===== src/logic/soc_pkg.sv =====
/*
 * System bus package
 * Shared widths, request struct, address map and device table constants
 */
package soc_pkg;

	typedef logic [31:0] data_t;
	typedef logic [13:0] addr_t;
	typedef logic [3:0] sel_t;

	typedef enum logic {
		BUS_READ,
		BUS_WRITE
	} bus_op_e;

	typedef struct packed {
		bus_op_e op;
		addr_t addr;
		data_t data;
		sel_t sel;
	} bus_req_t;

	typedef logic [1:0] slv_idx_t;

	// Slaves in map order, the last one catches everything above the map
	localparam slv_idx_t S_RAM = 2'd0;
	localparam slv_idx_t S_DEVTBL = 2'd1;
	localparam slv_idx_t S_INTCTRL = 2'd2;
	localparam slv_idx_t S_INVALID = 2'd3;
	localparam int SLAVE_COUNT = 4;

	// Map sizes in words
	localparam int MAPSZ_RAM = 256;
	localparam int MAPSZ_DEVTBL = 32;
	localparam int MAPSZ_INTCTRL = 4;

	localparam addr_t BASE_RAM = 14'd0;
	localparam addr_t BASE_DEVTBL = 14'd256;
	localparam addr_t BASE_INTCTRL = 14'd288;
	localparam addr_t BASE_INVALID = BASE_INTCTRL + addr_t'(MAPSZ_INTCTRL);

	// Descriptor contents, element i belongs to slave index i
	localparam logic [SLAVE_COUNT-1:0][7:0] DEV_ID = {8'd0, 8'd3, 8'd7, 8'd1};
	localparam logic [SLAVE_COUNT-1:0] DEV_USEINTR = 4'b0100;

	localparam int INT_SRC_COUNT = 2;
	typedef logic [INT_SRC_COUNT-1:0] irq_vec_t;

	// Software reset register inside the device table
	localparam int RSTCTL_WORD = 31;
	localparam logic [1:0] RST_WARM = 2'd1;
	localparam logic [1:0] RST_PWROFF = 2'd2;

endpackage


===== src/logic/rst_seq.sv =====
/*
 * Reset sequencer
 * Countdown reset, restarted by a warm command, held by the power-off latch
 */
`timescale 1ns/1ps

module rst_seq #(
	parameter int RST_CNT_W = 16
) (
	input  logic clk24mhz,
	input  logic rst_p,
	input  logic [1:0] rst_cmd_i,
	output logic sys_rst_o,
	output logic rst_busy_o
);
	import soc_pkg::*;

	logic [RST_CNT_W-1:0] cnt_q;
	logic off_q;

	always_ff @(posedge clk24mhz) begin
		if (rst_p || rst_cmd_i == RST_WARM)
			cnt_q <= '1;
		else if (cnt_q != '0)
			cnt_q <= cnt_q - 1'b1;
	end

	// Power-off stays latched until the board reset
	always_ff @(posedge clk24mhz) begin
		if (rst_p)
			off_q <= 1'b0;
		else if (rst_cmd_i == RST_PWROFF)
			off_q <= 1'b1;
	end

	assign rst_busy_o = off_q || (cnt_q != '0);

	// Reset reaches the bus one cycle ahead of busy,
	// so the bus is already quiet on the first busy cycle
	assign sys_rst_o = rst_p || (rst_cmd_i != '0) || rst_busy_o;

endmodule


===== config.mk =====
export PLATFORM = sky130hd
export DESIGN_NAME = rst_seq
export DESIGN_NICKNAME = d
export VERILOG_FILES = /design/src/logic/soc_pkg.sv /design/src/logic/rst_seq.sv
export SDC_FILE = /design/constraint.sdc
export NUM_CORES = 1
export LEC_CHECK = 0
export ABC_AREA = 0
export CAP_MARGIN = 20
export CORE_AREA = 2 2 58 60
export CTS_BUF_LIST = sky130_fd_sc_hd__clkbuf_16
export CTS_CLUSTER_DIAMETER = 60
export DETAILED_ROUTE_END_ITERATION = 8
export DIE_AREA = 0 0 60 62
export DONT_BUFFER_PORTS = 1
export GPL_TIMING_DRIVEN = 0
export PLACE_DENSITY = 0.52
export SKIP_LAST_GASP = 1
export SYNTH_ARGS = -nofsm -noshare
export SYNTH_HDL_FRONTEND = slang
export SYNTH_SLANG_ARGS = --single-unit

===== constraint.sdc =====
create_clock -name clk24mhz -period 2.3 [get_ports clk24mhz]
set_clock_uncertainty 0.2 [all_clocks]
set_input_delay 0.345 -clock clk24mhz [delete_from_list [all_inputs] [get_ports clk24mhz]]
set_output_delay 0.345 -clock clk24mhz [all_outputs]
set_load 0.1 [all_outputs]

==> impl_metrics.csv <==
group,metric,value,unit
worst_setup_path,required,1.75,ns
status,status,"finished, violations left",
clock_network,cts.sinks,17,
sta,slew_headroom,51.9,%
worst_setup_path,reg2reg_from,"cnt_q[1]$_SDFFE_PP1P_",
grt,grt_max_degree,11,
detailed_routing,drt-total-wl,1930,um
placement,io_buffer_count,0,
placement,place_congestion,0.744,
floorplanning,ios,6,
clock_network,htree_levels,1,
sta,finalMaxSlewViolations,0,
clock_network,cts_tree,"done",
worst_setup_path,end_kind,"output port",
sta,finalSetupViolations,1,
floorplanning,die_h,62,um
worst_setup_path,critPathArrivalTime,2.34,ns
floorplanning,fp-row-count,21,
hold_path,hp-class,"primary input to flop",
clock_network,numCtsBuffers,3,
floorplanning,die_w,60,um
worst_setup_path,startpoint,"cnt_q[1]$_SDFFE_PP1P_",
grt,grtUsageTotal,12.5,%
detailed_routing,drtIter0Drc,22,
worst_setup_path,reg2reg_depth,8,
synthesis,yosysSeqAreaShare,37.6,%
worst_setup_path,crit_end,"sys_rst_o",
synthesis,async_flop_share,0,%
synthesis,yosysWarnings,0,
detailed_routing,vias_per_cell,4.81,
detailed_routing,drtPass1Iterations,4,
hold_path,min_path_cells,2,
synthesis,synth_area,906,sq um
pwr,finalPower,0.672,mW
detailed_routing,via_count,764,
grt,first_global_vias,718,
detailed_routing,route.detailed.drc,0,
pwr,ir_drop,0.000339,V
synthesis,synth-seq-cells,17,
clock_network,clockBufferDepth,2,
synthesis,syn_nets,109,
grt,grt_pass1_wl,3370,um
floorplanning,start_util,28.5,%
placement,post-place-ws,-0.533,ns
worst_setup_path,r2r-end,"cnt_q[9]$_SDFFE_PP1P_",
synthesis,synth-main-ff-cell,"dfxtp_1",
clock_network,path_clk_slew,0.05,ns
clock_network,worstSkewPairLatency,0.25,ns
synthesis,syn_inst,104,
sta,fin_crit_sh,125,%
grt,antenna_found_initial,0,
pwr,leakagePower,0.446,nW
pwr,power_density,609,mW/mm^2
worst_setup_path,cp_max_fo,3,
detailed_routing,avgRoutedWirePerCell,12.1,um
sta,finalSetupTns,-0.582,ns
finish,diodes,0,
worst_setup_path,worstSetupPathType,"flop to output port",
sta,timing.final.ws_setup,-0.582,ns
sta,whs,0.0464,ns
floorplanning,die_area,0.00372,sq mm
finish,nets,119,
flow_run,maxCapViolations,0,
synthesis,synth_edf_count,0,
finish,fin_area,0.00110,sq mm
sta,worstMarginPinSlew,0.716,ns
status,violations,"negative setup slack",
sta,final_hold_viol_count,0,
worst_setup_path,rrSetupSlack,0.14,ns
placement,placed_cell_area,970,sq um
finish,area_growth,21.8,%
sta,rsz0062_at_grt,"true",
placement,dp_hpwl,1390,um
synthesis,synth.distinct_cells,31,
sta,finalCriticalPeriod,2.88,ns
worst_setup_path,cp-start-kind,"flop",
floorplanning,core,0.00318,sq mm
detailed_routing,ant_nets,0,
grt,overflow,0,
synthesis,avgSynthCellArea,8.71,sq um
finish,drive_gt1_share,17.7,%
clock_network,root_buffer,"clkbuf_16",
sta,clock.fmax,0.347,GHz
-- logic make-up (layout without fill, tap and decap cells) --
family                   Yosys count  count (layout)  share of synthesized area (%)
AO/OA/AOI/OAI                     23              23                           14.8
XOR/XNOR                           3               3                           2.90
flip-flops                        17              17                           37.6
buffers and inverters             11              20                           4.56
AND/OR/NAND/NOR                   49              49                           38.8
adder cells (fa/ha/maj)            1               1                           1.38
-- power by group --
part	total, mW	internal [mW]	switching, mW
sequential	0.303	0.300	0.00292
clock	0.341	0.231	0.111
combinational	0.0273	0.0122	0.0151
total	0.672	0.543	0.129
-- worst min-delay path by stage --
stage	start	end
2_1_floorplan	rst_p	off_q$_SDFFE_PP0N_
4_1_cts	rst_cmd_i[1]	off_q$_SDFFE_PP0N_
5_1_grt	rst_cmd_i[1]	off_q$_SDFFE_PP0N_
3_3_place_gp	rst_p	off_q$_SDFFE_PP0N_
6_report	rst_cmd_i[1]	off_q$_SDFFE_PP0N_
3_5_place_dp	rst_p	off_q$_SDFFE_PP0N_
-- cells in the final DEF, fill, tap and decap left out, types with 4 or more instances in the layout --
cell / Yosys / layout
a211oi_1: 4 / 4
a21oi_1: 10 / 10
and3_1: 4 / 4
buf_4: 0 / 4
dfxtp_1: 17 / 15
inv_1: 9 / 8
nand2_1: 6 / 6
nand3b_1: 4 / 4
nor2_1: 7 / 7
o21ai_0: 5 / 5
-- through the flow --
stage	std cells	util (%)
finish	159	34.7
global route	159	34.7
CTS	159	34.7
detailed placement	150	30.5
global placement	150	30.5
floorplan	104	-
-- sequential cells by signal, summed over array words and instances, names as in the netlist --
register and flops:
cnt_q 16, off_q 1
-- per-layer routing --
metal  vias to the layer above  part of all wire (%)  track usage [%]
met5                         -                     0                0
met4                         0                   1.7             5.71
met3                         3                   2.1             3.73
met2                         5                    47             19.6
met1                       346                    49             16.0
li1                        410                     -                -
-- area by class of cell --
type	instances	area (sq um)
Buffer	2	7.51
Clock buffer	3	75.1
Clock inverter	1	3.75
Fill cell	329	2080
Inverter	9	33.8
Multi-Input combinational cell	76	543
Sequential cell	17	343
Tap cell	46	57.6
Timing Repair Buffer	5	40.0
-- synth_stat cells, drive strengths merged, types with 4 or more instances --
cell,instances,share of area (%)
inv,9,3.7
o21ai,5,2.8
nand2,6,2.5
nor2,7,2.9
nand3b,4,3.3
nor4,6,8.1
a21oi,10,5.5
dfxtp,17,38
a211oi,4,3.3
and3,4,2.8
-- worst max-delay path, stage by stage, from the launching register on --
cell and delay (ns):
dfxtp_2 0.32, inv_2 0.06, ha_4 0.13, or3b_4 0.37, nand4b_4 0.19, or2_4 0.38
or4_4 0.63
-- timing repair --
action	CTS	global route
hold buffers	1	0
buffers inserted	4	0
pin swaps	3	2
endpoints found under the setup margin	2	2
gates resized for setup	6	0
endpoints found under the hold margin	1	0
No activity file was read; power rests on OpenSTA's default activity.
