===== config.mk =====
export PLATFORM = sky130hd
export DESIGN_NAME = dev_table
export DESIGN_NICKNAME = d
export VERILOG_FILES = /design/src/logic/soc_pkg.sv /design/src/logic/dev_table.sv
export SDC_FILE = /design/constraint.sdc
export NUM_CORES = 1
export LEC_CHECK = 0
export ABC_AREA = 1
export BUFFER_PORTS_ARGS = -buffer_cell sky130_fd_sc_hd__buf_2
export CAP_MARGIN = 15
export CORE_MARGIN = 2
export CORE_UTILIZATION = 30
export CTS_CLUSTER_SIZE = 30
export DETAILED_ROUTE_END_ITERATION = 12
export GPL_ROUTABILITY_DRIVEN = 0
export PLACE_DENSITY = 0.82
export RECOVER_POWER = 100
export SLEW_MARGIN = 10
export SYNTH_ARGS = -nofsm -noshare
export SYNTH_HDL_FRONTEND = slang
export SYNTH_SLANG_ARGS = --single-unit

===== constraint.sdc =====
create_clock -name clk24mhz -period 0.8 [get_ports clk24mhz]
set_clock_uncertainty 0.1 [all_clocks]
set_input_delay 0.12 -clock clk24mhz [delete_from_list [all_inputs] [get_ports clk24mhz]]
set_output_delay 0.12 -clock clk24mhz [all_outputs]
set_load 0.02 [all_outputs]

===== src/logic/soc_pkg.sv =====
/*
 * System bus package
 * Shared widths, request struct, address map and device table constants
 */
package soc_pkg;

	typedef logic [31:0] data_t;
	typedef logic [13:0] addr_t;
	typedef logic [3:0] sel_t;

	typedef enum logic {
		BUS_READ,
		BUS_WRITE
	} bus_op_e;

	typedef struct packed {
		bus_op_e op;
		addr_t addr;
		data_t data;
		sel_t sel;
	} bus_req_t;

	typedef logic [1:0] slv_idx_t;

	// Slaves in map order, the last one catches everything above the map
	localparam slv_idx_t S_RAM = 2'd0;
	localparam slv_idx_t S_DEVTBL = 2'd1;
	localparam slv_idx_t S_INTCTRL = 2'd2;
	localparam slv_idx_t S_INVALID = 2'd3;
	localparam int SLAVE_COUNT = 4;

	// Map sizes in words
	localparam int MAPSZ_RAM = 256;
	localparam int MAPSZ_DEVTBL = 32;
	localparam int MAPSZ_INTCTRL = 4;

	localparam addr_t BASE_RAM = 14'd0;
	localparam addr_t BASE_DEVTBL = 14'd256;
	localparam addr_t BASE_INTCTRL = 14'd288;
	localparam addr_t BASE_INVALID = BASE_INTCTRL + addr_t'(MAPSZ_INTCTRL);

	// Descriptor contents, element i belongs to slave index i
	localparam logic [SLAVE_COUNT-1:0][7:0] DEV_ID = {8'd0, 8'd3, 8'd7, 8'd1};
	localparam logic [SLAVE_COUNT-1:0] DEV_USEINTR = 4'b0100;

	localparam int INT_SRC_COUNT = 2;
	typedef logic [INT_SRC_COUNT-1:0] irq_vec_t;

	// Software reset register inside the device table
	localparam int RSTCTL_WORD = 31;
	localparam logic [1:0] RST_WARM = 2'd1;
	localparam logic [1:0] RST_PWROFF = 2'd2;

endpackage


===== src/logic/dev_table.sv =====
/*
 * Device table slave
 * Read-only id, map size and interrupt flag per slave,
 * plus the software reset register
 */
`timescale 1ns/1ps

module dev_table (
	input  logic clk24mhz,
	input  logic rst_p,
	input  logic stb_i,
	input  soc_pkg::bus_req_t req_i,
	output soc_pkg::data_t data_o,
	output logic [1:0] rst_cmd_o
);
	import soc_pkg::*;

	localparam int DT_AW = $clog2(MAPSZ_DEVTBL);

	logic [DT_AW-1:0] word;
	slv_idx_t idx;
	data_t rd_word;
	logic rst_hit;

	function automatic data_t mapsz_of(slv_idx_t s);
		case (s)
			S_RAM: return data_t'(MAPSZ_RAM);
			S_DEVTBL: return data_t'(MAPSZ_DEVTBL);
			S_INTCTRL: return data_t'(MAPSZ_INTCTRL);
			default: return '0;
		endcase
	endfunction

	assign word = DT_AW'(req_i.addr - BASE_DEVTBL);
	assign idx = word[$bits(slv_idx_t):1];

	// Two words per slave: id word first, then map size
	always_comb begin
		rd_word = '0;
		if (int'(word) < 2 * SLAVE_COUNT) begin
			if (!word[0])
				rd_word = {DEV_USEINTR[idx], 23'd0, DEV_ID[idx]};
			else
				rd_word = mapsz_of(idx);
		end
	end

	always_ff @(posedge clk24mhz) begin
		if (stb_i && req_i.op == BUS_READ)
			data_o <= rd_word;
	end

	assign rst_hit = stb_i && req_i.op == BUS_WRITE && word == DT_AW'(RSTCTL_WORD)
		&& (req_i.data == data_t'(RST_WARM) || req_i.data == data_t'(RST_PWROFF));

	// One-cycle command pulse, lines up with the slave's answer
	always_ff @(posedge clk24mhz) begin
		if (rst_p)
			rst_cmd_o <= '0;
		else if (rst_hit)
			rst_cmd_o <= req_i.data[1:0];
		else
			rst_cmd_o <= '0;
	end

endmodule


==> impl_metrics.py <==
metrics = {
    "cells_and_area": {
        "mostFrequentLayoutCell": "buf_2",
        "syn_to_final_growth_pct": 36.3,
        "final_cell_mix": "buf_2, conb_1, inv_1, nor2_1, nand2_1",
        "antenna_cells": 0,
        "final_area_um2": 1050,
        "drive_above_1_share": 0.339,
        "nets": 227,
    },
    "clock_tree": {
        "cts-root-buf": "clkbuf_4",
        "cts_buffers": 3,
        "cts-htree-levels": 1,
        "clockBufferDepth": 2,
        "clock_sinks": 8,
        "cts_tree": "yes",
        "path_clk_slew_ns": 0.05,
    },
    "critical_path": {
        "cp_max_fo": 1,
        "path_depth": 1,
        "path_class": "reg -> out",
        "critical_path_buf_inv_count": 1,
        "path_delay_family": "flip-flops",
        "cp_cell_sequence": "buf_6",
        "endpoint_kind": "output pin",
        "startpoint": "data_o[8]",
        "cp_slowest_cell": "edfxtp_1",
        "critPathArrivalTime_ns": 0.78,
        "startpoint_type": "flop",
        "cp.required_ns": 0.58,
        "cpPeakStageDelay_ns": 0.38,
    },
    "die": {
        "dieArea_um2": 2980,
        "ios": 88,
        "die_w_um": 54.6,
        "dieHeight_um": 54.6,
        "core_um2": 2450,
        "start_util": 0.313,
        "rows": 18,
    },
    "placed_design": {
        "place_area_um2": 980,
        "portBuffers": 48,
        "dp_hpwl_mm": 1.31,
    },
    "detailed_routing": {
        "first_pass_iters": 4,
        "wirelength_mm": 1.46,
        "wl_per_cell_um": 7.37,
        "drc_errors": 0,
        "via_per_inst": 3.63,
        "drt-initial-drc-count": 9,
        "drtAntennaViolNets": 0,
        "via_count": 718,
    },
    "grt": {
        "gr-total-overflow": 0,
        "grt_pass1_vias": 661,
        "antenna_found_initial": 0,
        "track_usage": 0.0995,
        "grt_pass1_wl_mm": 2.18,
        "grt_max_degree": 7,
    },
    "worst_hold_path": {
        "worstHoldStart": "req_i[5]",
        "hold_path.class": "in -> reg",
        "hold_end": "rst_cmd_o[1]",
        "min_path_cells": 4,
    },
    "power": {
        "powerDensity_nw_per_um2": 1120,
        "p_leak_uw": 0.000615,
        "irDropWorstVdd_mv": 0.685,
    },
    "timing": {
        "slew_violations": 0,
        "setup_tns_ns": -1.42,
        "max_freq_mhz": 1000,
        "holdWs_ns": 0.0910,
        "setup_viol": 11,
        "post-route-period-util": 1.25,
        "period_needed_ns": 0.998,
        "timing.final.ws_setup_ns": -0.198,
        "rsz0062_at_grt": "yes",
        "finalHoldViolations": 0,
    },
    "run_status": {
        "status": "finished with violations",
        "violations": "setup timing",
    },
    "yosys": {
        "synthDistinctLibCells": 12,
        "yosysSeqAreaShare": 0.287,
        "synth_top_area_share": 0.254,
        "syn_area_um2": 768,
        "yosys.area.top_type": "buf_4",
        "syn_inst": 115,
        "ys_top_cells_by_area": "buf_4, edfxtp_1, inv_1, nor2_1, nand2_1",
        "avgSynthCellArea_um2": 6.68,
        "yosysWarnings": 0,
        "ys_seq_elements": 8,
    },
    "job": {
        "maxCapViolations": 0,
    },
}
==> flip-flops by register name, summed over array words and instances, names as in the netlist <==
| register | count |
|---|---|
| data_o | 6 |
| rst_cmd_o | 2 |
==> Yosys cell counts <==
cell	instances
nand2_1	19
ha_1	4
and2_1	2
inv_1	26
nand3b_1	1
buf_4	26
o22ai_1	1
edfxtp_1	6
dfxtp_1	2
nor2_1	25
nand3_1	2
conb_1	1
==> logic make-up after synthesis <==
group / Yosys count / share of synthesized area
other: 1 / 0.00488
buffers and inverters: 52 / 0.381
AND/OR/NAND/NOR: 49 / 0.254
flip-flops: 8 / 0.287
adder cells (fa/ha/maj): 4 / 0.0651
AO/OA/AOI/OAI: 1 / 0.00815
==> report_power, final <==
part / leakage, uW / switching, uW / internal (uW) / total, uW
sequential: 0.0000667 / 6.69 / 465 / 471
clock: 0.0000150 / 145 / 191 / 336
combinational: 0.000533 / 231 / 139 / 370
total: 0.000615 / 383 / 795 / 1180
==> per-layer routing <==
layer / share of wire / track usage
met1: 0.35 / 0.0770
met2: 0.53 / 0.218
met3: 0.11 / 0.0191
met4: 0.0096 / 0.0500
met5: 0 / 0
==> repair_timing <==
action / in CTS / in global routing
pin swaps: 0 / 0
hold buffers: 0 / 0
endpoints found under the setup margin: 8 / 8
setup buffers: 0 / 0
gates resized for setup: 6 / 10
==> layout make-up <==
class                           count  area, um2
Clock buffer                        4       26.3
Fill cell                         253       1410
Inverter                           26        100
Multi-Input combinational cell     80        364
Sequential cell                     8        223
Tap cell                           30       37.5
Timing Repair Buffer               50        297
==> worst max path at each step <==
stage,slack (ns),end
after floorplan,0.008,data_o[1]
after global placement,-0.16,data_o[2]
after detailed placement,-0.20,data_o[2]
after CTS,-0.20,data_o[0]
after global routing,-0.23,data_o[31]
final,-0.20,data_o[8]
==> metrics by stage <==
| step | util | setup WS, ns | instances | total power [uW] |
|---|---|---|---|---|
| after floorplan | - | 0.00838 | 140 | 788 |
| after global placement | 0.399 | -0.163 | 194 | 824 |
| after detailed placement | 0.399 | -0.201 | 194 | 830 |
| after CTS | 0.416 | -0.204 | 198 | 1170 |
| after global routing | 0.427 | -0.229 | 198 | 1240 |
| final | 0.427 | -0.198 | 198 | 1180 |
(Power assumes the default switching activity.)
