**src/logic/soc_pkg.sv**
```systemverilog
/*
 * System bus package
 * Shared widths, request struct, address map and device table constants
 */
package soc_pkg;

	typedef logic [31:0] data_t;
	typedef logic [13:0] addr_t;
	typedef logic [3:0] sel_t;

	typedef enum logic {
		BUS_READ,
		BUS_WRITE
	} bus_op_e;

	typedef struct packed {
		bus_op_e op;
		addr_t addr;
		data_t data;
		sel_t sel;
	} bus_req_t;

	typedef logic [1:0] slv_idx_t;

	// Slaves in map order, the last one catches everything above the map
	localparam slv_idx_t S_RAM = 2'd0;
	localparam slv_idx_t S_DEVTBL = 2'd1;
	localparam slv_idx_t S_INTCTRL = 2'd2;
	localparam slv_idx_t S_INVALID = 2'd3;
	localparam int SLAVE_COUNT = 4;

	// Map sizes in words
	localparam int MAPSZ_RAM = 256;
	localparam int MAPSZ_DEVTBL = 32;
	localparam int MAPSZ_INTCTRL = 4;

	localparam addr_t BASE_RAM = 14'd0;
	localparam addr_t BASE_DEVTBL = 14'd256;
	localparam addr_t BASE_INTCTRL = 14'd288;
	localparam addr_t BASE_INVALID = BASE_INTCTRL + addr_t'(MAPSZ_INTCTRL);

	// Descriptor contents, element i belongs to slave index i
	localparam logic [SLAVE_COUNT-1:0][7:0] DEV_ID = {8'd0, 8'd3, 8'd7, 8'd1};
	localparam logic [SLAVE_COUNT-1:0] DEV_USEINTR = 4'b0100;

	localparam int INT_SRC_COUNT = 2;
	typedef logic [INT_SRC_COUNT-1:0] irq_vec_t;

	// Software reset register inside the device table
	localparam int RSTCTL_WORD = 31;
	localparam logic [1:0] RST_WARM = 2'd1;
	localparam logic [1:0] RST_PWROFF = 2'd2;

endpackage

```
**src/logic/int_ctrl.sv**
```systemverilog
/*
 * Interrupt controller slave
 * Pending and enable registers for the interrupt sources, one request line out
 */
`timescale 1ns/1ps

module int_ctrl (
	input  logic clk24mhz,
	input  logic rst_p,
	input  logic stb_i,
	input  soc_pkg::bus_req_t req_i,
	output soc_pkg::data_t data_o,
	input  soc_pkg::irq_vec_t irq_src_i,
	output logic irq_o
);
	import soc_pkg::*;

	localparam int IC_AW = $clog2(MAPSZ_INTCTRL);

	logic [IC_AW-1:0] word;
	logic wr;
	irq_vec_t pend_q;
	irq_vec_t en_q;
	irq_vec_t clr;

	assign word = IC_AW'(req_i.addr - BASE_INTCTRL);
	assign wr = stb_i && req_i.op == BUS_WRITE;

	// Write one to clear on word 0
	assign clr = (wr && word == IC_AW'(0)) ? req_i.data[INT_SRC_COUNT-1:0] : '0;

	always_ff @(posedge clk24mhz) begin
		if (rst_p) begin
			pend_q <= '0;
			en_q <= '0;
			irq_o <= 1'b0;
		end else begin
			// A source still high sets its bit again, set beats clear
			pend_q <= (pend_q & ~clr) | irq_src_i;
			if (wr && word == IC_AW'(1))
				en_q <= req_i.data[INT_SRC_COUNT-1:0];
			irq_o <= |(pend_q & en_q);
		end
	end

	always_ff @(posedge clk24mhz) begin
		if (stb_i && req_i.op == BUS_READ) begin
			case (word)
				IC_AW'(0): data_o <= data_t'(pend_q);
				IC_AW'(1): data_o <= data_t'(en_q);
				default: data_o <= '0;
			endcase
		end
	end

endmodule

```
**config.mk**
```make
export PLATFORM = sky130hd
export DESIGN_NAME = int_ctrl
export DESIGN_NICKNAME = d
export VERILOG_FILES = /design/src/logic/soc_pkg.sv /design/src/logic/int_ctrl.sv
export SDC_FILE = /design/constraint.sdc
export NUM_CORES = 1
export LEC_CHECK = 0
export BUFFER_PORTS_ARGS = -buffer_cell sky130_fd_sc_hd__buf_2
export CORE_MARGIN = 2
export CORE_UTILIZATION = 27
export DETAILED_ROUTE_END_ITERATION = 6
export PLACE_DENSITY = 0.78
export SLEW_MARGIN = 10
export SYNTH_ARGS = -nofsm -noshare
export SYNTH_HDL_FRONTEND = slang
export SYNTH_SLANG_ARGS = --single-unit
```
**constraint.sdc**
```tcl
create_clock -name clk24mhz -period 0.8 [get_ports clk24mhz]
set_input_delay 0.12 -clock clk24mhz [delete_from_list [all_inputs] [get_ports clk24mhz]]
set_output_delay 0.12 -clock clk24mhz [all_outputs]
set_load 0.01 [all_outputs]
```
==> impl_metrics.tcl, run 1 <==
set metrics [dict create \
    routed_wl_um 838 \
    die_area_um2 2380 \
    synth_cells 59 \
    rows 16 \
    max-cap-violations 0 \
    cp_slowest_cell "edfxtp_1" \
    max_stage_delay_ns 0.36 \
    clockBufferDepth 2 \
    viasPerCell 3.39 \
    synth_top_family_by_area "buffers and inverters" \
    ys.flop_type "dfxtp_1" \
    worstPathRequired_ns 0.68 \
    critical_path.top_delay_family "flip-flops" \
    ys_ff_latch 7 \
    io_buffers 12 \
    cp_data_arrival_time_ns 0.75 \
    grt_max_degree 8 \
    power_leakage_nw 0.289 \
    grt_pass1_wl_um 1330 \
    critical_path_buf_inv_count 1 \
    gp_congestion 0.648 \
    worstSetupPathType "reg2out" \
    violations "setup timing" \
    synth-simple-area-share_pct 14.8 \
    endpoint_kind "output port" \
    cts.sinks 7 \
    drtIter0Drc 4 \
    yosysWarnings 0 \
    ctsRootBufferMaster "clkbuf_4" \
    antenna_found_initial 0 \
    num_vias 349 \
    yosysTopAreaCellShare_pct 41.6 \
    reg2reg_depth 2 \
    hold-path-cell-count 2 \
    fp.coreArea_um2 1920 \
    min-delay-path-class "in2reg" \
    synth_edf_count 2 \
    yosys-mux-area-fraction_pct 7.39 \
    skew_ns 0.000422 \
    finalWorstSetupSlack_ns -0.0747 \
    cp_num_cells 1 \
    status "complete, but fails checks" \
    crit_path_max_fanout 1 \
    finalWorstPathRequiredPeriod_ns 0.875 \
    finalSetupTns_ns -0.137 \
    worstPathCellList "buf_2" \
    numCtsBuffers 3 \
    drtPass1Iterations 4 \
    hold_buffers 0 \
    diodes 0 \
    dieWidth_um 48.8 \
    die_y_um 48.8 \
    drcViolationCount 0 \
    synth_compound_area_share_pct 4.62 \
    peakVddDrop_uv 387 \
    io_pins 89 \
    synthAdderAreaFrac_pct 0 \
    post-route-period-util_pct 109 \
    start_util_pct 28.2 \
    slew_violations 0 \
    ant_nets 0 \
    start_kind "flop" \
    setup_viol 2 \
    gr-usage-all-layers_pct 7.51 \
    rsz0062_at_grt "true" \
    dp_hpwl_um 732 \
    ys_top_cells_by_count "buf_4 (30), dfxtp_1 (5), nor2_1 (5)" \
    area_growth_pct 4.16 \
    synthArstFlopShare_pct 0 \
    synth_area_leaders "buf_4 (42%), dfxtp_1 (18%), edfxtp_1 (11%)" \
    yosysTopAreaCell "buf_4" \
    cts_tree "done" \
    synth_cell_type_count 13 \
    nNetsFinal 133 \
    power.density_nw_per_um2 1520 \
    syn_area_um2 542 \
    ys_seq_area_share_pct 29.6 \
    grt_pass1_vias 320 \
    yosysMostFrequentCell "buf_4" \
    power_w 0.000859 \
    drive_gt1_share_pct 28.9 \
    synth-xor-area-share_pct 0 \
    syn_avg_cell_area_um2 9.18 \
    wl_per_cell_um 8.14 \
    grt_overflow 0 \
    timing.fmax_mhz 1140 \
    hold_violations 0 \
    clk-insertion-delay-late_ns 0.25 \
    clk_pin_slew_ns 0.05 \
    cts_max_level 1 \
]
-- final cells by class --
class	instances	area, um^2
Sequential cell	7	164
Multi-Input combinational cell	49	258
Timing Repair Buffer	14	75.1
Clock buffer	4	26.3
Fill cell	224	1360
Inverter	2	7.51
Tap cell	27	33.8
-- sequential cells by signal (all words and copies together) (netlist names) --
name	cells
data_o	2
en_q	2
irq_o	1
pend_q	2
-- stage by stage --
step                util (%)  area (um^2)  instances  hold slack, ns  setup WS (ns)
global route            29.4          564        103          0.0806         -0.107
floorplan                  -          651         88           0.192         0.0909
global placement        27.8          534         99           0.334        -0.0878
CTS                     29.2          561        103          0.0726        -0.0943
finish                  29.4          564        103          0.0797        -0.0747
detailed placement      27.8          534         99           0.341         -0.106
-- layer usage --
| metal | GRT usage [%] | routed length (um) |
|---|---|---|
| met5 | 0 | 0 |
| met1 | 7.39 | 288 |
| met2 | 12.3 | 429 |
| met3 | 4.29 | 120 |
| met4 | 4.29 | 0 |
-- worst paths after layout --
check	from	end	slack, ns
worst max-delay path	data_o[1]	data_o[1]	-0.07
worst min register to register	en_q[1]	en_q[1]	0.49
worst min-delay path	req_i[4]	pend_q[0]	0.08
worst max register to register	en_q[0]	data_o[0]	0.03
-- what timing repair did --
item	in CTS	in global routing
buffers inserted	0	0
setup endpoints to repair	2	6
hold endpoints to repair	0	0
gates cloned	0	0
resized for setup	0	3
pin swaps	0	0
-- report_power, final --
| group | leakage, nW | internal (W) | switching, W |
|---|---|---|---|
| logic | 0.213 | 0.0000491 | 0.000104 |
| registers | 0.0611 | 0.000382 | 0.00000879 |
| clock network | 0.0150 | 0.000190 | 0.000125 |
| total | 0.289 | 0.000621 | 0.000238 |
-- kinds of logic after synthesis --
logic type             after synthesis
flip-flops                           7
multiplexers                         4
buffers and inverters               32
other                                1
AND/OR/NAND/NOR                     12
AO/OA/AOI/OAI                        3
-- cell usage in the layout, fill, tap and decap left out, drive strengths merged --
cell,netlist,routed
clkbuf,0,4
and4b,1,1
nor2,5,5
mux2i,4,4
conb,1,30
a311oi,2,2
inv,2,2
nor4bb,1,1
a22oi,1,1
nor2b,1,1
edfxtp,2,2
nand2b,4,4
dfxtp,5,5
buf,30,14
Power figures use the tool's default switching activity.
==> inputs of run 2 (changes only) <==
--- a/config.mk
+++ b/config.mk
@@ -9,7 +9,7 @@
 export CORE_MARGIN = 2
 export CORE_UTILIZATION = 27
 export DETAILED_ROUTE_END_ITERATION = 6
-export PLACE_DENSITY = 0.78
+export PLACE_DENSITY = 0.8
 export SLEW_MARGIN = 10
 export SYNTH_ARGS = -nofsm -noshare
 export SYNTH_HDL_FRONTEND = slang
==> run 2 against run 1 <==
Against the previous run:
- die area is the same
- combinational power is essentially flat
- critical path depth is the same
- sequential share of layout area shrank 0.16 points
- cell count is the same
- utilization shrank 0.065 points
- the flow still finishes with violations (setup timing)
- setup slack gained 0.016 ns
- first-iteration DRC count shrank 100%
- highest routed layer unchanged
- clock skew grew 0.0040 ns
- register-to-register slack is essentially flat
==> impl_metrics.tcl, run 2 (synthesis gave the netlist of run 1 again) <==
set metrics [dict create \
    status "complete, but fails checks" \
    violations "setup timing" \
    fp.coreArea_um2 1920 \
    power_leakage_nw 0.288 \
    critical_path.top_delay_family "flip-flops" \
    grt_pass1_wl_um 1190 \
    cts_max_level 1 \
    viasPerCell 3.38 \
    drcViolationCount 0 \
    reg2reg_depth 2 \
    grt_overflow 0 \
    max_stage_delay_ns 0.35 \
    antenna_found_initial 0 \
    clk_pin_slew_ns 0.05 \
    cp_num_cells 1 \
    skew_ns 0.00443 \
    peakVddDrop_uv 447 \
    gr-usage-all-layers_pct 6.56 \
    busiest_layer "met2" \
    drtPass1Iterations 1 \
    die_y_um 48.8 \
    rows 16 \
    finalWorstPathRequiredPeriod_ns 0.859 \
    setup_viol 2 \
    drive_gt1_share_pct 27.6 \
    finalInstanceArea_um2 563 \
    io_pins 89 \
    final_common_cell "conb_1" \
    finalSetupTns_ns -0.109 \
    met3_usage_pct 3.37 \
    dp_hpwl_um 678 \
    start_kind "flop" \
    instances_no_fill 103 \
    critical_path_buf_inv_count 1 \
    worstPathCellList "buf_2" \
    reg_top3 "data_o (2), en_q (2), pend_q (2)" \
    cts_tree "done" \
    fill_cells 224 \
    area_growth_pct 3.93 \
    wl_per_cell_um 7.72 \
    timing.fmax_mhz 1160 \
    cts.sinks 7 \
    most-common-layout-cells "conb_1 (30), buf_2 (12), nor2_1 (5)" \
    power.density_nw_per_um2 1520 \
    gp_congestion 0.761 \
    numCtsBuffers 3 \
    grtUsageMet1_pct 5.74 \
    clockBufferDepth 2 \
    diodes 0 \
    dieWidth_um 48.8 \
    worstPathRequired_ns 0.68 \
    routed_wl_um 795 \
    nNetsFinal 133 \
    clk-insertion-delay-late_ns 0.25 \
    crit_path_max_fanout 1 \
    grt_pass1_vias 318 \
    die_area_um2 2380 \
    endpoint_kind "output port" \
    rsz0062_at_grt "true" \
    gr-usage-met2_pct 11.6 \
    slew_violations 0 \
    grt_max_degree 8 \
    ctsRootBufferMaster "clkbuf_4" \
    worstSetupPathType "reg2out" \
    fin_util_pct 29.3 \
    cp_data_arrival_time_ns 0.74 \
    num_vias 348 \
    cp_slowest_cell "edfxtp_1" \
    placed_cells 99 \
    io_buffers 12 \
    start_util_pct 28.2 \
    placed_area_um2 534 \
    drtIter0Drc 0 \
    hold_violations 0 \
    ant_nets 0 \
    min-delay-path-class "in2reg" \
    finalWorstSetupSlack_ns -0.0592 \
    max-cap-violations 0 \
    post-route-period-util_pct 107 \
    hold-path-cell-count 2 \
]
run 2: cell types whose count changed in the layout (fill, tap and decap cells not counted):
cell,previous run,this run
dfxtp_2,3,2
dfxtp_1,2,3
run 2: area by class of cell:
class                   instances  area, um^2  share of cell area [%]
clock buffers                   4        26.3                    4.67
inverters                       2        7.51                    1.33
multi-input cells              49         258                    45.8
flip-flops and latches          7         163                    28.9
well taps                      27        33.8                    6.00
repair buffers                 14        75.1                    13.3
run 2: metrics by stage:
step	total power [W]	setup WS, ns	hold slack (ns)
floorplan	0.000602	0.0909	0.192
global placement	0.000541	-0.0832	0.331
detailed placement	0.000546	-0.0947	0.339
CTS	0.000868	-0.0717	0.0703
global route	0.000913	-0.101	0.0697
finish	0.000857	-0.0592	0.0795
run 2: worst paths after layout:
check | slack [ns] | startpoint | end
hold / removal | 0.08 | req_i[4] | pend_q[0]
setup reg to reg | 0.03 | en_q[1] | data_o[1]
hold reg to reg | 0.50 | en_q[1] | en_q[1]
setup / recovery | -0.06 | data_o[1] | data_o[1]
run 2: repair_timing:
item	in CTS	in global routing
setup endpoints to repair	2	5
hold buffers	0	0
setup buffers	0	0
resized for setup	0	2
run 2: power breakdown:
group          internal [W]  switching (W)  leakage, nW  total (W)
combinational     0.0000491       0.000105        0.213   0.000154
sequential         0.000382     0.00000825       0.0606   0.000390
clock              0.000190       0.000123       0.0150   0.000313
run 2: routing by layer:
metal	share of wire (%)	wire length [um]
met5	0	0
met4	0	0
met2	57	453
met1	32	258
met3	10	83
