### config.mk
export PLATFORM = sky130hd
export DESIGN_NAME = bus_router
export DESIGN_NICKNAME = d
export VERILOG_FILES = /design/src/logic/soc_pkg.sv /design/src/logic/bus_router.sv
export SDC_FILE = /design/constraint.sdc
export NUM_CORES = 1
export LEC_CHECK = 0
export BUFFER_PORTS_ARGS = -buffer_cell sky130_fd_sc_hd__buf_4
export CAP_MARGIN = 30
export CORE_AREA = 2 2 106 78
export DETAILED_ROUTE_END_ITERATION = 16
export DIE_AREA = 0 0 108 80
export GPL_TIMING_DRIVEN = 0
export HOLD_SLACK_MARGIN = 0.12
export PLACE_DENSITY = 0.79
export SETUP_SLACK_MARGIN = 0.5
export SYNTH_ARGS = -nofsm -noshare
export SYNTH_HDL_FRONTEND = slang
export SYNTH_SLANG_ARGS = --single-unit
### constraint.sdc
create_clock -name clk24mhz -period 3.4 [get_ports clk24mhz]
set_input_delay 0.34 -clock clk24mhz [delete_from_list [all_inputs] [get_ports clk24mhz]]
set_output_delay 0.34 -clock clk24mhz [all_outputs]
set_load 0.05 [all_outputs]
### src/logic/soc_pkg.sv
/*
 * System bus package
 * Shared widths, request struct, address map and device table constants
 */
package soc_pkg;

	typedef logic [31:0] data_t;
	typedef logic [13:0] addr_t;
	typedef logic [3:0] sel_t;

	typedef enum logic {
		BUS_READ,
		BUS_WRITE
	} bus_op_e;

	typedef struct packed {
		bus_op_e op;
		addr_t addr;
		data_t data;
		sel_t sel;
	} bus_req_t;

	typedef logic [1:0] slv_idx_t;

	// Slaves in map order, the last one catches everything above the map
	localparam slv_idx_t S_RAM = 2'd0;
	localparam slv_idx_t S_DEVTBL = 2'd1;
	localparam slv_idx_t S_INTCTRL = 2'd2;
	localparam slv_idx_t S_INVALID = 2'd3;
	localparam int SLAVE_COUNT = 4;

	// Map sizes in words
	localparam int MAPSZ_RAM = 256;
	localparam int MAPSZ_DEVTBL = 32;
	localparam int MAPSZ_INTCTRL = 4;

	localparam addr_t BASE_RAM = 14'd0;
	localparam addr_t BASE_DEVTBL = 14'd256;
	localparam addr_t BASE_INTCTRL = 14'd288;
	localparam addr_t BASE_INVALID = BASE_INTCTRL + addr_t'(MAPSZ_INTCTRL);

	// Descriptor contents, element i belongs to slave index i
	localparam logic [SLAVE_COUNT-1:0][7:0] DEV_ID = {8'd0, 8'd3, 8'd7, 8'd1};
	localparam logic [SLAVE_COUNT-1:0] DEV_USEINTR = 4'b0100;

	localparam int INT_SRC_COUNT = 2;
	typedef logic [INT_SRC_COUNT-1:0] irq_vec_t;

	// Software reset register inside the device table
	localparam int RSTCTL_WORD = 31;
	localparam logic [1:0] RST_WARM = 2'd1;
	localparam logic [1:0] RST_PWROFF = 2'd2;

endpackage

### src/logic/bus_router.sv
/*
 * Bus router
 * Takes one master request at a time, strobes the addressed slave
 * and returns its answer with a valid/ready handshake
 */
`timescale 1ns/1ps

module bus_router (
	input  logic clk24mhz,
	input  logic rst_p,
	input  logic req_valid_i,
	input  soc_pkg::bus_req_t req_i,
	output logic req_ready_o,
	output logic rsp_valid_o,
	output soc_pkg::data_t rsp_data_o,
	input  logic rsp_ready_i,
	output soc_pkg::bus_req_t slv_req_o,
	output logic [soc_pkg::SLAVE_COUNT-1:0] slv_stb_o,
	input  soc_pkg::data_t ram_data_i,
	input  soc_pkg::data_t devtbl_data_i,
	input  soc_pkg::data_t intctrl_data_i
);
	import soc_pkg::*;

	typedef enum logic [1:0] {
		ST_IDLE,
		ST_ISSUE,
		ST_RESPOND
	} state_e;

	state_e state_q;
	bus_req_t req_q;
	slv_idx_t idx_q;
	slv_idx_t dec;
	logic [SLAVE_COUNT-1:0] onehot;
	logic accept;

	function automatic slv_idx_t decode(addr_t a);
		if (a >= BASE_INVALID)
			return S_INVALID;
		if (a >= BASE_INTCTRL)
			return S_INTCTRL;
		if (a >= BASE_DEVTBL)
			return S_DEVTBL;
		return S_RAM;
	endfunction

	assign dec = decode(req_i.addr);
	assign accept = req_valid_i && req_ready_o;

	always_comb begin
		onehot = '0;
		onehot[dec] = 1'b1;
	end

	always_ff @(posedge clk24mhz) begin
		if (rst_p) begin
			state_q <= ST_IDLE;
			req_ready_o <= 1'b0;
			rsp_valid_o <= 1'b0;
			slv_stb_o <= '0;
		end else begin
			case (state_q)
				ST_IDLE: begin
					req_ready_o <= !accept;
					if (accept) begin
						slv_stb_o <= onehot;
						state_q <= ST_ISSUE;
					end
				end
				ST_ISSUE: begin
					// Slave samples its strobe here and answers next cycle
					slv_stb_o <= '0;
					rsp_valid_o <= 1'b1;
					state_q <= ST_RESPOND;
				end
				default: begin
					if (rsp_ready_i) begin
						rsp_valid_o <= 1'b0;
						req_ready_o <= 1'b1;
						state_q <= ST_IDLE;
					end
				end
			endcase
		end
	end

	always_ff @(posedge clk24mhz) begin
		if (accept) begin
			req_q <= req_i;
			idx_q <= dec;
		end
	end

	assign slv_req_o = req_q;

	// Slaves hold their read word until the next strobe, so the mux is stable
	always_comb begin
		rsp_data_o = '0;
		if (req_q.op == BUS_READ) begin
			case (idx_q)
				S_RAM: rsp_data_o = ram_data_i;
				S_DEVTBL: rsp_data_o = devtbl_data_i;
				S_INTCTRL: rsp_data_o = intctrl_data_i;
				default: rsp_data_o = '0;
			endcase
		end
	end

endmodule

==> results of run 1 <==
==> worst max-delay path, stage by stage, from the launching register on <==
cell and delay (ns):
edfxtp_1 0.35, buf_2 0.17, nor2b_1 0.11, clkbuf_1 0.21
clkbuf_1 0.38, nand2_1 0.10, a21oi_1 0.19, buf_4 0.23
==> layout make-up <==
cell class              count  area [µm²]  share of cell area, %
flip-flops and latches     61        1750                   34.8
well taps                 101         126                   2.51
clock inverters             3        45.0                  0.894
repair buffers            239        1810                   36.0
clock buffers              13         159                   3.15
plain buffers              15        68.8                   1.37
multi-input cells         164        1070                   21.3
==> metrics by stage <==
step           hold slack [ns]  cells  utilization (%)
6_report                 0.183    596             66.3
5_1_grt                  0.153    596             66.3
4_1_cts                  0.164    596             66.3
3_5_place_dp             0.456    580             63.6
3_3_place_gp             0.468    579             63.2
2_1_floorplan            0.428    240                -
==> per-layer routing <==
layer / part of all wire, % / routed length (µm) / up-vias / track usage [%]
met1: 36 / 3360 / 1302 / 21.9
met2: 52 / 4890 / 130 / 36.6
met5: 0 / 0 / - / 0
met3: 9.9 / 921 / 12 / 8.90
li1: - / - / 1366 / -
met4: 1.6 / 148 / 0 / 6.67
==> kinds of logic after synthesis <==
kind of cell	share of synthesized area, %
multiplexers	11.1
AO/OA/AOI/OAI	9.30
AND/OR/NAND/NOR	16.7
buffers and inverters	2.38
flip-flops	60.6
==> cells in the mapped netlist, drive strengths merged (2+ instances only) <==
library cell / number
edfxtp: 53
dfxtp: 8
nand2: 32
nand3b: 3
o2bb2ai: 3
clkbuf: 11
nand2b: 4
o31ai: 2
nor2: 4
a211oi: 2
mux2i: 32
or2: 32
a21oi: 35
buf: 4
==> power groups by stage <==
stage               Clock, mW  Combinational, mW  Sequential (mW)
global route            0.705              0.474            0.876
global placement            0              0.440            0.889
detailed placement          0              0.453            0.888
floorplan                   0              0.113             1.00
CTS                     0.669              0.454            0.873
finish                  0.649              0.451            0.872
==> worst min-delay path by stage <==
stage | from | end
CTS | req_i[26] | slv_req_o[26]
global placement | slv_stb_o[2] | slv_stb_o[2]
finish | req_i[26] | slv_req_o[26]
detailed placement | slv_stb_o[2] | slv_stb_o[2]
global route | req_i[27] | slv_req_o[27]
floorplan | req_i[44] | slv_stb_o[0]
==> registers in the layout, indices dropped and copies added, names as in the netlist <==
register     count
slv_req_o       51
slv_stb_o        4
idx_q            2
state_q          2
req_ready_o      1
rsp_valid_o      1
==> placed cells by master, fill, tap and decap left out <==
master / instances
buf_4: 241
edfxtp_1: 53
a21oi_1: 35
mux2i_1: 32
or2_2: 32
nand2_1: 32
clkbuf_1: 13
clkbuf_8: 11
dfxtp_1: 8
nand2b_1: 4
nor2_1: 4
nand3b_1: 3
o2bb2ai_1: 3
o31ai_1: 2
a211oi_1: 2
clkinvlp_4: 2
nor4_2: 1
buf_2: 1
nor2b_1: 1
nor3_1: 1
nand3_1: 1
a21o_1: 1
and2_2: 1
o21bai_1: 1
or2b_1: 1
nand4bb_4: 1
o21ai_0: 1
o311ai_0: 1
nand4b_1: 1
a22o_1: 1
or4b_4: 1
nand4_1: 1
bufinv_16: 1
buf_16: 1
==> impl_metrics.csv, run 1 <==
group,metric,value,unit
sta,finalCritPeriodShare,70.4,%
final_layout,layout.nets,641,
sta,setup_slack,1.01,ns
clock_network,numClockSinks,61,
detailed_routing,num_vias,2810,
min_path,hold_path_depth,1,
final_layout,fill_cells,594,
sta,fin_crit,2.39,ns
critical_path,r2r_setup_slack,1.65,ns
power_and_ir_drop,irDropWorstVdd,0.000313,V
placement,place_area,4830,µm²
critical_path,cp.arrival,2.05,ns
critical_path,path_max_fanout,10,
sta,finClkSkew,0.0102,ns
detailed_routing,drt_wl_total,9320,µm
logic_synthesis,synthCells,240,
clock_network,cts_buffer_depth,2,
power_and_ir_drop,p_leak,2.30,nW
logic_synthesis,ys_warn_count,0,
global_routing,grt_pass1_wl,13500,µm
final_layout,finalInstanceArea,5040,µm²
final_layout,antenna_cells,0,
logic_synthesis,synth.cell_area,2890,µm²
floorplanning,dieWidth,108,µm
critical_path,endpoint_kind,"output pin",
logic_synthesis,synth_ff_type,"edfxtp_1",
power_and_ir_drop,p_comb_share,22.9,%
detailed_routing,drt_iter0_drc,116,
detailed_routing,drc,0,
placement,place_congestion,0.804,
power_and_ir_drop,clock_power_share,32.9,%
logic_synthesis,synth-seq-area-share,60.6,%
final_layout,drive_gt1_share,59.2,%
placement,port_buffers,238,
placement,hpwl,7410,µm
sta,finalMaxSlewViolations,0,
floorplanning,start_util,38.0,%
sta,finalSetupTns,0,ns
power_and_ir_drop,internal-power,1.44,mW
critical_path,r2r_start,"req_ready_o",
clock_network,clkSlewWorstSetupHoldPaths,0.07,ns
power_and_ir_drop,p_per_area,392,nW/µm²
sta,rsz0062_at_grt,"false",
logic_synthesis,synthArstFlopShare,0,%
detailed_routing,routed_via_density,4.71,
critical_path,cp-endpoint,"rsp_data_o[14]",
floorplanning,die_h,80,µm
clock_network,clk-insertion-delay-late,0.33,ns
sta,worstMarginPinSlew,0.725,ns
detailed_routing,dr.pass1.iters,5,
sta,relSlewSlack,51.6,%
power_and_ir_drop,power.net_switching,0.538,mW
critical_path,worstReg2RegEnd,"slv_stb_o[3]",
logic_synthesis,synth_edf_count,53,
clock_network,htreeDepth,3,
global_routing,grt_pass1_vias,2770,
global_routing,grt_overflow,0,
final_layout,syn2layout_area_growth,74.2,%
floorplanning,rows,27,
detailed_routing,post_drt_wl_per_cell,15.6,µm
job,drv_cap,0,
clock_network,cts-root-buf,"clkbuf_8",
power_and_ir_drop,p_sw_share,27.2,%
critical_path,reg2regPathDepth,3,
logic_synthesis,synth_top_area_share,55.0,%
critical_path,critPathKind,"flop to output pin",
critical_path,critical_path.startpoint_type,"flop",
clock_network,cts_inserted_buffers,9,
global_routing,grt_max_degree,30,
floorplanning,coreArea,7600,µm²
logic_synthesis,synth_top_area_cell,"edfxtp_1",
sta,max_freq,0.418,GHz
global_routing,track_usage,20.5,%
sta,hold_violations,0,
clock_network,postCtsHoldBufs,0,
logic_synthesis,syn_avg_cell_area,12.0,µm²
clock_network,cts_resized,0,
global_routing,antenna_found_initial,0,
critical_path,crit_required,3.06,ns
floorplanning,io_pins,240,
detailed_routing,drtAntennaViolNets,0,
logic_synthesis,ys_ff_latch,61,
sta,finalSetupViolations,0,
floorplanning,die_area,8640,µm²
placement,pre_cts_ws,1.34,ns
clock_network,tritoncts,"yes",
power_and_ir_drop,power,1.97,mW
status,status,"complete, no violations",
power_and_ir_drop,pwr-share-seq,44.2,%
clock_network,post_cts_buffers,0,
logic_synthesis,ys_top_cells_by_area,"edfxtp_1 (55%), mux2i_1 (11%), or2_2 (6.9%), a21oi_1 (6.1%), dfxtp_1 (5.5%)",
logic_synthesis,synth_nets,391,
logic_synthesis,ys_types,30,
critical_path,cp-startpoint,"idx_q[1]",
min_path,min-delay-path-class,"primary input to flop",
Power figures use the tool's default switching activity.
==> run 2: changes to the inputs <==
--- a/config.mk
+++ b/config.mk
@@ -7,12 +7,12 @@
 export LEC_CHECK = 0
 export BUFFER_PORTS_ARGS = -buffer_cell sky130_fd_sc_hd__buf_4
 export CAP_MARGIN = 30
-export CORE_AREA = 2 2 106 78
+export CORE_AREA = 2 2 112 82
 export DETAILED_ROUTE_END_ITERATION = 16
-export DIE_AREA = 0 0 108 80
+export DIE_AREA = 0 0 114 84
 export GPL_TIMING_DRIVEN = 0
 export HOLD_SLACK_MARGIN = 0.12
-export PLACE_DENSITY = 0.79
+export PLACE_DENSITY = 0.75
 export SETUP_SLACK_MARGIN = 0.5
 export SYNTH_ARGS = -nofsm -noshare
 export SYNTH_HDL_FRONTEND = slang
==> constraint.sdc (replaced) <==
create_clock -name clk24mhz -period 2.1 [get_ports clk24mhz]
set_input_delay 0.21 -clock clk24mhz [delete_from_list [all_inputs] [get_ports clk24mhz]]
set_output_delay 0.21 -clock clk24mhz [all_outputs]
set_load 0.05 [all_outputs]
==> impl_metrics.csv, run 2 (synthesis gave the netlist of run 1 again) <==
group,metric,value,unit
floorplanning,rows,29,
sta,rsz0062_at_grt,"true",
critical_path,critPathKind,"flop to output pin",
detailed_routing,drt_iter0_drc,103,
placement,place_area,5180,µm²
floorplanning,io_pins,240,
sta,fin_crit,1.92,ns
final_layout,fill_cells,571,
critical_path,endpoint_kind,"output pin",
status,status,"complete, no violations",
clock_network,cts-root-buf,"clkbuf_16",
placement,place_congestion,0.746,
floorplanning,start_util,33.5,%
global_routing,gr-max-usage-layer,"met2",
power_and_ir_drop,p_per_area,593,nW/µm²
placement,pre_cts_ws,0.269,ns
global_routing,grt_pass1_vias,3372,
sta,finalSetupViolations,0,
final_layout,layout_commonest_cell,"buf_4",
clock_network,htreeDepth,3,
global_routing,antenna_found_initial,0,
sta,finalMaxSlewViolations,0,
final_layout,mostFrequentLayoutCells,"buf_4 (208), edfxtp_1 (53), dlygate4sd3_1 (51)",
global_routing,grt_use_met1,23.3,%
detailed_routing,drtAntennaViolNets,0,
floorplanning,die_area,9580,µm²
sta,hold_violations,0,
sta,finalCritPeriodShare,91.4,%
sta,setup_slack,0.181,ns
final_layout,final_cells,659,
final_layout,layout.nets,697,
sta,relSlewSlack,58.0,%
clock_network,cts_buffer_depth,2,
critical_path,path_cells,"buf_6 -> buf_12 -> mux2i_1 -> or2_2 -> a21oi_4 -> buf_6",
clock_network,tritoncts,"yes",
detailed_routing,routed_via_density,4.78,
final_layout,finalInstanceArea,6460,µm²
global_routing,use_met2,43.1,%
sta,max_freq,0.521,GHz
detailed_routing,num_vias,3150,
clock_network,numClockSinks,61,
placement,dp_cells,586,
job,drv_cap,0,
floorplanning,die_h,84,µm
power_and_ir_drop,power,3.83,mW
critical_path,cp.arrival,1.71,ns
floorplanning,coreArea,8640,µm²
final_layout,drive_gt1_share,65.0,%
placement,port_buffers,238,
power_and_ir_drop,p_leak,2.77,nW
min_path,min-delay-path-class,"primary input to flop",
power_and_ir_drop,irDropWorstVdd,0.000589,V
clock_network,clk-insertion-delay-late,0.32,ns
clock_network,cts_inserted_buffers,9,
critical_path,path_max_fanout,10,
critical_path,cp_slowest_cell,"edfxtp_1",
final_layout,antenna_cells,0,
sta,finalSetupTns,0,ns
global_routing,grt_overflow,0,
global_routing,grt_use_met3,6.39,%
detailed_routing,drt_wl_total,11300,µm
critical_path,path_common_cell,"buf_6",
final_layout,largest_reg_flops,51,
sta,worstMarginPinSlew,0.630,ns
floorplanning,dieWidth,114,µm
critical_path,cpPeakStageDelay,0.37,ns
detailed_routing,dr.pass1.iters,6,
global_routing,grt_max_degree,28,
detailed_routing,post_drt_wl_per_cell,17.1,µm
global_routing,track_usage,22.5,%
final_layout,syn2layout_area_growth,123,%
global_routing,grt_pass1_wl,16700,µm
clock_network,clkSlewWorstSetupHoldPaths,0.05,ns
detailed_routing,drc,0,
sta,finClkSkew,0.00678,ns
critical_path,crit_required,1.89,ns
placement,hpwl,7260,µm
critical_path,critical_path.startpoint_type,"flop",
## run 2: changes by cell type in the layout (fill, tap and decap cells not counted), sizes merged
cell / before / now
dlygate4sd3: 0 / 51
buf: 243 / 249
clkbuf: 24 / 18
inv: 0 / 3
and2: 1 / 2
clkinv: 0 / 1
## run 2: report_power, final
part           total [mW]  internal (mW)  switching, mW
Clock                1.49          0.935          0.557
Combinational       0.915          0.437          0.479
Sequential           1.42           1.39         0.0294
Total                3.83           2.76           1.06
## run 2: final cells by class
class                   instances  area [µm²]  area share [%]
clock inverters                 7        82.6            1.28
plain buffers                  15         173            2.67
multi-input cells             165        1560            24.2
repair buffers                294        2530            39.1
clock buffers                   9         225            3.49
well taps                     108         135            2.09
flip-flops and latches         61        1750            27.2
## run 2: critical path, delay by kind of cell, from the launching register on
kind | cells | cell delay (ns)
buffers and inverters | 3 | 0.48
flip-flops | 1 | 0.37
AND/OR/NAND/NOR | 1 | 0.29
AO/OA/AOI/OAI | 1 | 0.12
multiplexers | 1 | 0.11
## run 2: path summary, 6_finish.rpt
check | slack, ns | endpoint | startpoint | depth (start not counted)
max | 0.18 | rsp_data_o[26] | idx_q[1] | 6
min | 0.14 | slv_stb_o[0] | req_i[44] | 2
max reg2reg | 0.69 | slv_stb_o[0] | state_q[1] | 3
min reg2reg | 0.49 | slv_stb_o[2] | slv_stb_o[2] | 1
## run 2: metal layers
metal  wire length, µm  share of wire (%)
met5                 0                  0
met4               223                2.0
met3               722                6.4
met2              6360                 56
met1              3990                 35
## run 2: metrics by stage
step	util, %	hold slack, ns
after CTS	72.0	0.122
final	74.8	0.141
after floorplan	-	0.298
after global routing	74.8	0.145
after global placement	60.0	0.388
after detailed placement	60.0	0.389
## run 2: what timing repair did
item                       4_1_cts  5_1_grt
setup endpoints to repair       33       36
resized for setup               54       64
hold buffers                    51        0
pin swaps                        2       14
setup buffers                    2        0
cloned                           1        3
hold endpoints to repair        51        0
